<file path="config.mk">
export PLATFORM = sky130hd
export DESIGN_NAME = vdp_top
export DESIGN_NICKNAME = d
export VERILOG_FILES = /design/src/design/vdp_pkg.sv /design/src/design/vdp_frame_timing.sv /design/src/design/vdp_registers.sv /design/src/design/vdp_interrupt.sv /design/src/design/vdp_color_out.sv /design/src/design/vdp_top.sv
export SDC_FILE = /design/constraint.sdc
export NUM_CORES = 1
export LEC_CHECK = 0
export BUFFER_PORTS_ARGS = -buffer_cell sky130_fd_sc_hd__buf_4
export CORE_ASPECT_RATIO = 0.5
export CORE_MARGIN = 4
export CORE_UTILIZATION = 35
export CTS_BUF_LIST = sky130_fd_sc_hd__clkbuf_8
export DETAILED_ROUTE_END_ITERATION = 10
export HOLD_SLACK_MARGIN = 0.06
export PLACE_DENSITY = 0.6
export SLEW_MARGIN = 20
export SYNTH_ARGS = -nofsm -noshare
export SYNTH_HDL_FRONTEND = slang
export SYNTH_SLANG_ARGS = --single-unit
</file>
<file path="constraint.sdc">
create_clock -name reset -period 1.45 [get_ports reset]
set_input_delay 0.0725 -clock reset [delete_from_list [all_inputs] [get_ports reset]]
set_output_delay 0.0725 -clock reset [all_outputs]
set_load 0.02 [all_outputs]
</file>
<file path="src/design/vdp_pkg.sv">
// Shared VDP types and constants; line counts are for the scan-doubled output, so one display line spans two output lines
`default_nettype none

package vdp_pkg;

  // --------------------
  // Vector types
  // --------------------

  // Scan coordinate from the external video timing
  typedef logic [9:0] coord_t;

  // Display line number, also the R19 compare value
  typedef logic [7:0] line_t;

  typedef logic [7:0] cpu_data_t;

  // Register number carried in the second control byte
  typedef logic [5:0] reg_num_t;

  // Color channel widths, internal and at the output
  typedef logic [5:0] color6_t;
  typedef logic [7:0] color8_t;

  // Control port byte sequence
  typedef enum logic {
    CTL_FIRST,
    CTL_SECOND
  } ctl_state_t;

  // --------------------
  // Output lines per frame
  // --------------------
  localparam coord_t LINES_NTSC    = 10'd524;
  localparam coord_t LINES_PAL     = 10'd626;
  localparam coord_t LINES_NTSC_IL = 10'd525;
  localparam coord_t LINES_PAL_IL  = 10'd625;

  // --------------------
  // Register numbers kept by this core
  // --------------------
  localparam reg_num_t REG_HSYNC_EN   = 6'd0;
  localparam reg_num_t REG_VSYNC_EN   = 6'd1;
  localparam reg_num_t REG_FRAME_COL  = 6'd7;
  localparam reg_num_t REG_STD        = 6'd9;
  localparam reg_num_t REG_STATUS_PTR = 6'd15;
  localparam reg_num_t REG_HSYNC_LINE = 6'd19;

endpackage

`default_nettype wire

</file>
<file path="src/design/vdp_frame_timing.sv">
// Needs cx/cy from an external scan generator; the window opens only at cy == V_BORDER, with no reopen for the second field
`default_nettype none

module vdp_frame_timing
  import vdp_pkg::*;
#(
  parameter int V_BORDER     = 40,
  parameter int ACTIVE_LINES = 192
) (
  input  logic   reset,
  input  logic   clk21m,
  input  coord_t cx,
  input  coord_t cy,
  input  logic   pal_mode,
  input  logic   interlace,
  input  line_t  hsync_line,
  output logic   window_y,
  output logic   vblank_start,
  output logic   hsync_line_hit
);

  // Output line where the window opens
  localparam coord_t BORDER_LINE = coord_t'(V_BORDER);

  // First output line below the active area, two output lines per display line
  localparam coord_t VBLANK_LINE = coord_t'(V_BORDER + 2 * ACTIVE_LINES);

  coord_t frame_lines;
  coord_t border_offset;
  line_t  disp_line;
  logic   line_start;

  // --------------------
  // Frame length
  // --------------------

  // Interlace adds or drops one line depending on the standard
  always_comb begin
    case ({interlace, pal_mode})
      2'b00:   frame_lines = LINES_NTSC;
      2'b01:   frame_lines = LINES_PAL;
      2'b10:   frame_lines = LINES_NTSC_IL;
      default: frame_lines = LINES_PAL_IL;
    endcase
  end

  // --------------------
  // Display line number
  // --------------------

  // Offset from the top border, halved to get the display line
  assign border_offset = cy - BORDER_LINE;
  assign disp_line     = border_offset[8:1];

  assign line_start = (cx == '0);

  // --------------------
  // Vertical window
  // --------------------
  always_ff @(posedge reset or posedge clk21m) begin
    if (clk21m) begin
      window_y <= 1'b0;
    end else if (cy == BORDER_LINE) begin
      window_y <= 1'b1;
    end else if ((cy == '0) || (cy == frame_lines)) begin
      // Closes at the frame wrap and at the standard's line count
      window_y <= 1'b0;
    end
  end

  // --------------------
  // Frame events
  // --------------------

  // Both events are sampled at the start of a line and last one clock
  always_ff @(posedge reset or posedge clk21m) begin
    if (clk21m) begin
      vblank_start   <= 1'b0;
      hsync_line_hit <= 1'b0;
    end else begin
      vblank_start   <= line_start && (cy == VBLANK_LINE);
      // Even output lines only, so each display line fires once
      hsync_line_hit <= line_start && !cy[0] && window_y &&
                        (disp_line == hsync_line);
    end
  end

endmodule

`default_nettype wire

</file>
<file path="src/design/vdp_registers.sv">
// Control port 1 only; bit positions follow the V9938 (R0 bit 4, R1 bit 5, R9 bits 1 and 3), other registers are ignored
`default_nettype none

module vdp_registers
  import vdp_pkg::*;
(
  input  logic      reset,
  input  logic      clk21m,
  input  logic      req,
  input  logic      wrt,
  input  logic [1:0] mode,
  input  cpu_data_t dbo,
  input  logic      vsync_pending,
  input  logic      hsync_pending,
  output logic      ack,
  output cpu_data_t dbi,
  output logic      hsync_int_en,
  output logic      vsync_int_en,
  output cpu_data_t frame_col,
  output logic      pal_mode,
  output logic      interlace,
  output line_t     hsync_line,
  output logic      clr_vsync,
  output logic      clr_hsync
);

  ctl_state_t ctl_state;
  cpu_data_t  ctl_data;
  logic [3:0] status_ptr;
  logic       port1_wr;
  logic       port1_rd;
  logic       reg_wr;
  reg_num_t   reg_num;
  cpu_data_t  status_byte;

  // --------------------
  // Access decode
  // --------------------
  assign port1_wr = req && wrt && (mode == 2'b01);
  assign port1_rd = req && !wrt && (mode == 2'b01);

  // Second byte with bit 7 set carries the register number
  assign reg_num = dbo[5:0];
  assign reg_wr  = port1_wr && (ctl_state == CTL_SECOND) && dbo[7];

  // Status byte selected by R15
  always_comb begin
    case (status_ptr)
      4'd0:    status_byte = {vsync_pending, 7'b0000000};
      4'd1:    status_byte = {7'b0000000, hsync_pending};
      default: status_byte = '0;
    endcase
  end

  // --------------------
  // CPU handshake
  // --------------------

  // Every request is served, ack follows one clock later
  always_ff @(posedge reset or posedge clk21m) begin
    if (clk21m) begin
      ack       <= 1'b0;
      dbi       <= '0;
      clr_vsync <= 1'b0;
      clr_hsync <= 1'b0;
    end else begin
      ack       <= req;
      // Flag clear lands with ack, the interrupt block drops it a clock later
      clr_vsync <= port1_rd && (status_ptr == 4'd0);
      clr_hsync <= port1_rd && (status_ptr == 4'd1);
      if (port1_rd) begin
        dbi <= status_byte;
      end
    end
  end

  // --------------------
  // Two-byte write sequence
  // --------------------
  always_ff @(posedge reset or posedge clk21m) begin
    if (clk21m) begin
      ctl_state <= CTL_FIRST;
      ctl_data  <= '0;
    end else if (port1_rd) begin
      // A status read restarts the sequence
      ctl_state <= CTL_FIRST;
    end else if (port1_wr) begin
      case (ctl_state)
        CTL_FIRST: begin
          ctl_data  <= dbo;
          ctl_state <= CTL_SECOND;
        end
        default: begin
          ctl_state <= CTL_FIRST;
        end
      endcase
    end
  end

  // --------------------
  // Register file
  // --------------------
  always_ff @(posedge reset or posedge clk21m) begin
    if (clk21m) begin
      hsync_int_en <= 1'b0;
      vsync_int_en <= 1'b0;
      frame_col    <= '0;
      pal_mode     <= 1'b0;
      interlace    <= 1'b0;
      status_ptr   <= '0;
      hsync_line   <= '0;
    end else if (reg_wr) begin
      case (reg_num)
        REG_HSYNC_EN:   hsync_int_en <= ctl_data[4];
        REG_VSYNC_EN:   vsync_int_en <= ctl_data[5];
        REG_FRAME_COL:  frame_col    <= ctl_data;
        REG_STD: begin
          interlace <= ctl_data[3];
          pal_mode  <= ctl_data[1];
        end
        REG_STATUS_PTR: status_ptr   <= ctl_data[3:0];
        REG_HSYNC_LINE: hsync_line   <= ctl_data;
        default: begin
          // Dropped registers, write is discarded
        end
      endcase
    end
  end

endmodule

`default_nettype wire

</file>
<file path="src/design/vdp_interrupt.sv">
// Pending flags are sticky until a status read; int_n is combinational from the flags and the enables
`default_nettype none

module vdp_interrupt
  import vdp_pkg::*;
(
  input  logic reset,
  input  logic clk21m,
  input  logic vblank_start,
  input  logic hsync_line_hit,
  input  logic clr_vsync,
  input  logic clr_hsync,
  input  logic vsync_int_en,
  input  logic hsync_int_en,
  output logic vsync_pending,
  output logic hsync_pending,
  output logic int_n
);

  logic vsync_req;
  logic hsync_req;

  // --------------------
  // Pending flags
  // --------------------

  // A new event wins over a clear in the same clock
  always_ff @(posedge reset or posedge clk21m) begin
    if (clk21m) begin
      vsync_pending <= 1'b0;
      hsync_pending <= 1'b0;
    end else begin
      if (vblank_start) begin
        vsync_pending <= 1'b1;
      end else if (clr_vsync) begin
        vsync_pending <= 1'b0;
      end

      if (hsync_line_hit) begin
        hsync_pending <= 1'b1;
      end else if (clr_hsync) begin
        hsync_pending <= 1'b0;
      end
    end
  end

  // --------------------
  // Interrupt line
  // --------------------

  // Disabled flags still set and stay readable
  assign vsync_req = vsync_pending && vsync_int_en;
  assign hsync_req = hsync_pending && hsync_int_en;

  assign int_n = !(vsync_req || hsync_req);

endmodule

`default_nettype wire

</file>
<file path="src/design/vdp_color_out.sv">
// Pixel input must already be a 6-bit color; no palette, output is purely combinational
`default_nettype none

module vdp_color_out
  import vdp_pkg::*;
(
  input  logic      window_y,
  input  cpu_data_t frame_col,
  input  color6_t   pixel_r,
  input  color6_t   pixel_g,
  input  color6_t   pixel_b,
  input  logic      scanline,
  input  coord_t    cy,
  output color8_t   red,
  output color8_t   green,
  output color8_t   blue
);

  color6_t border_r;
  color6_t border_g;
  color6_t border_b;
  color6_t sel_r;
  color6_t sel_g;
  color6_t sel_b;
  logic    dim;

  // Widen to 8 bits, or halve when the line is dimmed
  function automatic color8_t expand(input color6_t c, input logic half);
    color8_t result;
    if (half) begin
      result = {1'b0, c, 1'b0};
    end else begin
      result = {c, 2'b00};
    end
    return result;
  endfunction

  // --------------------
  // Frame color decode
  // --------------------

  // R7 packs GGGRRRBB, each field repeated up to 6 bits
  assign border_g = {frame_col[7:5], frame_col[7:5]};
  assign border_r = {frame_col[4:2], frame_col[4:2]};
  assign border_b = {frame_col[1:0], frame_col[1:0], frame_col[1:0]};

  assign sel_r = window_y ? pixel_r : border_r;
  assign sel_g = window_y ? pixel_g : border_g;
  assign sel_b = window_y ? pixel_b : border_b;

  // Odd output lines are the dimmed ones
  assign dim = scanline && cy[0];

  assign red   = expand(sel_r, dim);
  assign green = expand(sel_g, dim);
  assign blue  = expand(sel_b, dim);

endmodule

`default_nettype wire

</file>
<file path="src/design/vdp_top.sv">
// Frame control path only; no VRAM, no data port, the pixel input replaces the color decoder
`default_nettype none

module vdp_top
  import vdp_pkg::*;
#(
  parameter int V_BORDER     = 40,
  parameter int ACTIVE_LINES = 192
) (
  input  logic       reset,
  input  logic       clk21m,
  input  logic       req,
  input  logic       wrt,
  input  logic [1:0] mode,
  input  cpu_data_t  dbo,
  input  coord_t     cx,
  input  coord_t     cy,
  input  color6_t    pixel_r,
  input  color6_t    pixel_g,
  input  color6_t    pixel_b,
  input  logic       scanline,
  output logic       ack,
  output cpu_data_t  dbi,
  output logic       int_n,
  output color8_t    red,
  output color8_t    green,
  output color8_t    blue
);

  // Register levels
  logic      hsync_int_en;
  logic      vsync_int_en;
  cpu_data_t frame_col;
  logic      pal_mode;
  logic      interlace;
  line_t     hsync_line;

  // Status read clears
  logic      clr_vsync;
  logic      clr_hsync;

  // Frame timing results
  logic      window_y;
  logic      vblank_start;
  logic      hsync_line_hit;

  logic      vsync_pending;
  logic      hsync_pending;

  // --------------------
  // Timing and registers
  // --------------------
  vdp_frame_timing #(
    .V_BORDER     (V_BORDER),
    .ACTIVE_LINES (ACTIVE_LINES)
  ) u_frame_timing (
    .reset          (reset),
    .clk21m         (clk21m),
    .cx             (cx),
    .cy             (cy),
    .pal_mode       (pal_mode),
    .interlace      (interlace),
    .hsync_line     (hsync_line),
    .window_y       (window_y),
    .vblank_start   (vblank_start),
    .hsync_line_hit (hsync_line_hit)
  );

  vdp_registers u_registers (
    .reset         (reset),
    .clk21m        (clk21m),
    .req           (req),
    .wrt           (wrt),
    .mode          (mode),
    .dbo           (dbo),
    .vsync_pending (vsync_pending),
    .hsync_pending (hsync_pending),
    .ack           (ack),
    .dbi           (dbi),
    .hsync_int_en  (hsync_int_en),
    .vsync_int_en  (vsync_int_en),
    .frame_col     (frame_col),
    .pal_mode      (pal_mode),
    .interlace     (interlace),
    .hsync_line    (hsync_line),
    .clr_vsync     (clr_vsync),
    .clr_hsync     (clr_hsync)
  );

  // --------------------
  // Interrupt and video out
  // --------------------
  vdp_interrupt u_interrupt (
    .reset          (reset),
    .clk21m         (clk21m),
    .vblank_start   (vblank_start),
    .hsync_line_hit (hsync_line_hit),
    .clr_vsync      (clr_vsync),
    .clr_hsync      (clr_hsync),
    .vsync_int_en   (vsync_int_en),
    .hsync_int_en   (hsync_int_en),
    .vsync_pending  (vsync_pending),
    .hsync_pending  (hsync_pending),
    .int_n          (int_n)
  );

  vdp_color_out u_color_out (
    .window_y  (window_y),
    .frame_col (frame_col),
    .pixel_r   (pixel_r),
    .pixel_g   (pixel_g),
    .pixel_b   (pixel_b),
    .scanline  (scanline),
    .cy        (cy),
    .red       (red),
    .green     (green),
    .blue      (blue)
  );

endmodule

`default_nettype wire

</file>
# ---- After elaboration in Yosys (flattened, before gate mapping)
# Index checks and enable logic that the tools add are counted.
dict set report word_totals {
  out_inout_bits 34
  inputBits 53
  reg_bits 49
}
dict set report classes {
  addsub 1
  bitwise 2
  mux 17
  reduce_logical 36
  eq_ne 13
}
# op n
set ops {}
lappend ops {{$mux W8} 3}
lappend ops {{$pmux W7 S3} 1}
lappend ops {{$logic_not A10 Y1} 2}
lappend ops {{$mux W6} 3}
lappend ops {{$pmux W8 S2} 1}
lappend ops {{$logic_and A1 B1 Y1} 15}
lappend ops {{$eq A6 B4 Y1 const B} 2}
lappend ops {{$reduce_and A2 Y1} 6}
lappend ops {{$eq A10 B10 Y1} 1}
lappend ops {{$eq A10 B6 Y1 const B} 1}
lappend ops {{$eq A10 B9 Y1 const B} 1}
lappend ops {{$mux W1} 9}
lappend ops {{$sub A9 B6 Y9 const B} 1}
lappend ops {{$eq A8 B8 Y1} 1}
lappend ops {{$reduce_bool A2 Y1} 4}
lappend ops {{$eq A6 B1 Y1 const B} 1}
lappend ops {{$eq A6 B3 Y1 const B} 1}
lappend ops {{$eq A6 B5 Y1 const B} 1}
lappend ops {{$logic_not A6 Y1} 1}
lappend ops {{$eq A2 B1 Y1 const B} 2}
lappend ops {{$eq A4 B1 Y1 const B} 1}
lappend ops {{$logic_not A4 Y1} 1}
lappend ops {{$logic_not A1 Y1} 3}
lappend ops {{$reduce_and A3 Y1} 1}
lappend ops {{other kinds (4)} 6}

# ---- Logic depth before layout (Yosys ltp)
dict set report logic_depth {
  word_depth 6
  depth_mapped 6
}

# ---- Modules after synthesis
# Synthesis repeated with hierarchy kept, for this count alone.
dict set report hier_totals {
  cells_unflattened 202
  hier_area_um2 2580.0
}
# module area_each_um2 cells_each instances
set modules_own_cells {}
lappend modules_own_cells {vdp_registers 1584.0 105 1}
lappend modules_own_cells {vdp_color_out 491.7 35 1}
lappend modules_own_cells {vdp_frame_timing 420.4 54 1}
lappend modules_own_cells {vdp_interrupt 83.8 8 1}

# ---- Worst setup path after synthesis
# No wires, ideal clock.
dict set report synth_path {
  path_kind {register to register}
  from {reg u_registers.ctl_state}
  to {reg u_registers.status_ptr[0]}
  path_buffers 1
  synth_period_minus_slack_ns 1.561
  arrival_time_ns 1.436
  path_stages_with_launch 5
  setup_slack_ns -0.111
  cell_sequence {dfrtp_1 nand3_2 or4_4 buf_6 mux2_4}
}
dict set report synth_between {
  elab_chain_cells 3
}
# item line
set synth_rtl {}
lappend synth_rtl {{start: declaration} vdp_registers.sv:27} ;# ctl_state_t ctl_state;
lappend synth_rtl {{start signal: assignment} vdp_registers.sv:82} ;# ctl_state <= CTL_FIRST;
lappend synth_rtl {{start signal: assignment} vdp_registers.sv:86} ;# ctl_state <= CTL_FIRST;
lappend synth_rtl {{start signal: assignment} vdp_registers.sv:91} ;# ctl_state <= CTL_SECOND;
lappend synth_rtl {{$logic_and A1 B1 Y1 (2 in a row)} vdp_registers.sv:44} ;# assign reg_wr = port1_wr && (ctl_state == CTL_SECOND) && dbo[7];
lappend synth_rtl {{$reduce_and A2 Y1 (no line)} --}
lappend synth_rtl {{end signal: assignment} vdp_registers.sv:121} ;# REG_STATUS_PTR: status_ptr <= ctl_data[3:0];
lappend synth_rtl {{end: declaration} vdp_registers.sv:29} ;# logic [3:0] status_ptr;
# Every way passes these cells.
# A chain may end at the register's enable or synchronous reset.

# ---- Worst setup path in the final report
dict set report layout_path {
  from {reg u_frame_timing.window_y}
  to {out red[2]}
}
dict set report layout_between {
  elab_chain_cells 2
}
# item line
set layout_rtl {}
lappend layout_rtl {{start: declaration} vdp_frame_timing.sv:17} ;# output logic window_y,
lappend layout_rtl {{start signal: assignment} vdp_frame_timing.sv:62} ;# window_y <= 1'b0;
lappend layout_rtl {{start signal: assignment} vdp_frame_timing.sv:64} ;# window_y <= 1'b1;
lappend layout_rtl {{start signal: assignment} vdp_frame_timing.sv:67} ;# window_y <= 1'b0;
lappend layout_rtl {{$mux W6} vdp_color_out.sv:47} ;# assign sel_r = window_y ? pixel_r : border_r;
lappend layout_rtl {{$mux W8} vdp_color_out.sv:30} ;# if (half) begin
lappend layout_rtl {{end: declaration} vdp_top.sv:25} ;# output color8_t red,
# Every way passes these cells.

==> impl_results.rst <==
.. list-table::
   :header-rows: 1

   * - Metric
     - Value
   * - Share of the clock period used by the worst path
     - 1.14
   * - Fraction of final layout cells sized beyond drive strength 1
     - 0.528
   * - Clock period minus final worst setup slack
     - 1.65 ns
   * - Worst Setup Start Kind
     - flip-flop
   * - Kind of path behind the tightest hold check
     - primary input to flip-flop
   * - Pin count of the biggest net entering global routing
     - 36
   * - Routed wire length per instance
     - 16.6 um
   * - Post-route worst setup slack
     - -0.205 ns
   * - Critical-path cell with the highest stage delay
     - sky130_fd_sc_hd__mux4_2
   * - PD cells
     - 797 nW/um^2
   * - Count of flip-flops with a built-in enable after synthesis
     - 0
   * - Placement-stage worst setup slack
     - -0.0658 ns
   * - Number of max-capacitance violations reported
     - 0
   * - RSZ-0062 raised after global routing
     - true
   * - Final ANT Viol Nets
     - 0
   * - Initial Util
     - 0.374
   * - First-pass GRT wire length
     - 10400 um
   * - Final Slew Violations
     - 0
   * - Drt drc
     - 0
   * - Count of final hold-check violations
     - 0
   * - Horizontal die dimension
     - 130 um
   * - Full die area
     - 8940 um^2
   * - Clock input transition at the sequential cells of the worst setup and hold paths
     - 0.08 ns
   * - VDD IR-drop max
     - 0.387 mV
   * - Cell with the most instances after synthesis
     - sky130_fd_sc_hd__dfrtp_1
   * - Post-layout net count
     - 375
   * - Number of library cell types mapped by synthesis
     - 47
   * - CP Capture Type
     - output port
   * - R2r setup slk
     - -0.07 ns
   * - Setup CP Type
     - flip-flop to output port
   * - Antenna Diode Count
     - 0
   * - Sequential Area
     - 1080 um^2
   * - Upper clock frequency limit
     - 604 MHz
   * - CTS HTree Levels
     - 2
   * - I/O Buffers
     - 77
   * - Placed Instances
     - 391
   * - Cts bufs inserted
     - 5
   * - Maximum buffer depth of the clock tree
     - 2
   * - Filler instances
     - 616
   * - Portion of the post-synthesis area used by sequential elements
     - 0.415
   * - Clock root buffer
     - sky130_fd_sc_hd__clkbuf_8
   * - Status
     - complete, but fails checks
   * - Average footprint of a synthesized cell
     - 12.2 um^2
   * - Top post-synthesis cells by area
     - sky130_fd_sc_hd__dfrtp_1, sky130_fd_sc_hd__mux2_2, sky130_fd_sc_hd__mux4_2
   * - Critical path data required time
     - 1.38 ns
   * - Last weighted congestion value of the routability-driven placer
     - 0.819
   * - Dominant register cell in the synthesized netlist
     - sky130_fd_sc_hd__dfrtp_1
   * - Post-route total power
     - 3000 uW
   * - Area overhead of the layout relative to synthesis
     - 44.8%
   * - Clock insertion delay at the later pin of the skew report
     - 0.29 ns
   * - Yosys synthesis warning count
     - 0
   * - Standard cell core area
     - 6940 um^2
   * - CP Max Fanout
     - 8
   * - Global route total overflow
     - 0
   * - Number of instances in the synthesized netlist
     - 213
   * - Pleak
     - 0.00183 uW
   * - Cell area after technology mapping
     - 2590 um^2
   * - Final setup violation count
     - 23
   * - Crit-path max cell delay
     - 0.54 ns
   * - Die H
     - 68.9 um
   * - Cell type contributing the most total cell area after synthesis
     - sky130_fd_sc_hd__dfrtp_1
   * - Initial DRC Count
     - 87
   * - # IOs
     - 87
   * - Number of detailed-route iterations in the first pass
     - 4
   * - Initial antenna violation count
     - 0
   * - Multi-input gate area in the final layout
     - 1480 um^2
   * - DRT Wirelength
     - 6880 um
   * - Via count of the first global-routing pass
     - 2049
   * - Setup_tns
     - -2.75 ns
   * - Flip-flop and latch count after synthesis
     - 43
   * - Via count normalized by instance count
     - 5.13
   * - Top-area cell type share of the netlist area
     - 0.415
   * - Critical path data arrival time
     - 1.58 ns
   * - Final HPWL DP
     - 5380 um
   * - Vias after detailed routing
     - 2122
   * - Clock tree from TritonCTS
     - yes
   * - Clk_skew
     - 0.00593 ns
   * - All-Layer GR Usage
     - 0.152
   * - Number of sinks on the clock net
     - 43
   * - FFs w/ async S/R, synth
     - 1.00
   * - Number of non-filler instances in the completed layout
     - 414
   * - Failing checks
     - setup timing
   * - Critical Path, Cell by Cell
     - buf_12, mux4_2, buf_6
   * - List of most frequent post-synthesis cells
     - sky130_fd_sc_hd__dfrtp_1, sky130_fd_sc_hd__mux2_2, sky130_fd_sc_hd__nand2_1
   * - Number of rows in the core area
     - 21
repair_timing:
item | in CTS | in global routing
pin swaps | 1 | 3
endpoints found under the setup margin | 33 | 49
cloned | 0 | 1
gates resized for setup | 12 | 16
endpoints found under the hold margin | 15 | 1
hold buffers | 7 | 1
setup buffers | 4 | 2
placed cells by master (no fill, tap or decap), types with 3 or more instances in the layout:
master and n:
sky130_fd_sc_hd__nor4_1 3, sky130_fd_sc_hd__nor3_1 4, sky130_fd_sc_hd__dlygate4sd3_1 8, sky130_fd_sc_hd__nor4_4 3
sky130_fd_sc_hd__o21ai_0 5, sky130_fd_sc_hd__buf_6 17, sky130_fd_sc_hd__mux2i_1 8, sky130_fd_sc_hd__mux2_2 27
sky130_fd_sc_hd__nor2_1 11, sky130_fd_sc_hd__a21oi_1 4, sky130_fd_sc_hd__dfrtp_1 41, sky130_fd_sc_hd__nor2b_1 3
sky130_fd_sc_hd__a21o_1 3, sky130_fd_sc_hd__clkbuf_8 5, sky130_fd_sc_hd__xor2_1 4, sky130_fd_sc_hd__mux2_4 5
sky130_fd_sc_hd__nand2_1 13, sky130_fd_sc_hd__buf_4 81, sky130_fd_sc_hd__nand4_1 3, sky130_fd_sc_hd__xnor2_1 4
sky130_fd_sc_hd__inv_1 6, sky130_fd_sc_hd__mux4_2 12, sky130_fd_sc_hd__conb_1 9
power breakdown:
group	internal [uW]	switching (uW)	total, uW	leakage (uW)
logic	346	292	638	0.00120
clock network	513	430	944	0.0000581
registers	1270	139	1410	0.000574
total	2130	862	3000	0.00183
kinds of logic after synthesis:
group                      after synthesis  share of synthesized area
adders and majority gates                1                    0.00482
buffers and inverters                   23                     0.0516
and+or+nand+nor                         59                      0.149
muxes                                   53                      0.284
DFF                                     43                      0.415
xor gates and xnor gates                 9                     0.0304
AOI/OAI and AO/OA                       24                     0.0651
other                                    1                    0.00145
path summary, 6_finish.rpt:
check,from,endpoint,cells past startpoint
max in group asynchronous,clk21m,u_frame_timing.window_y,4
worst max register to register,u_registers.ctl_state,u_registers.status_ptr[2],3
min in group asynchronous,clk21m,u_registers.ack,3
worst max-delay path,u_frame_timing.window_y,red[2],3
worst min register to register,u_frame_timing.vblank_start,u_interrupt.vsync_pending,1
worst min-delay path,cy[8],u_frame_timing.vblank_start,3
state kept, by name (all words and copies together) (netlist names), 2 cells and up:
name and cells:
u_registers.ctl_data 8, u_registers.dbi 2, u_registers.frame_col 8, u_registers.hsync_line 8, u_registers.status_ptr 4
critical path, delay by kind of cell (launching register included):
family	cells	cell delay [ns]
buffers and inverters	2	0.31
DFF	1	0.44
muxes	1	0.54
routing by layer:
metal  up-vias  wire length (um)  global-route usage
li1        991                 -                   -
met1      1075              3230               0.211
met2        52              3300               0.253
met3         4               305              0.0277
met4         0                45              0.0272
met5         -                 0                   0
layout make-up:
cell class	count	share of cell area
clock buffer	5	0.0183
clock inverter	3	0.0117
inverter	7	0.00699
multi-input combinational	155	0.394
sequential	43	0.287
tap	92	0.0306
timing repair buffer	109	0.251
metrics by stage:
step	hold WS [ns]	cell area (um^2)	util
final	0.0716	3760	0.542
after global routing	0.0616	3760	0.542
after CTS	0.0614	3650	0.526
after detailed placement	0.0841	3380	0.487
after global placement	0.0695	3380	0.487
after floorplan	0.104	2640	-
(Power assumes the default switching activity.)
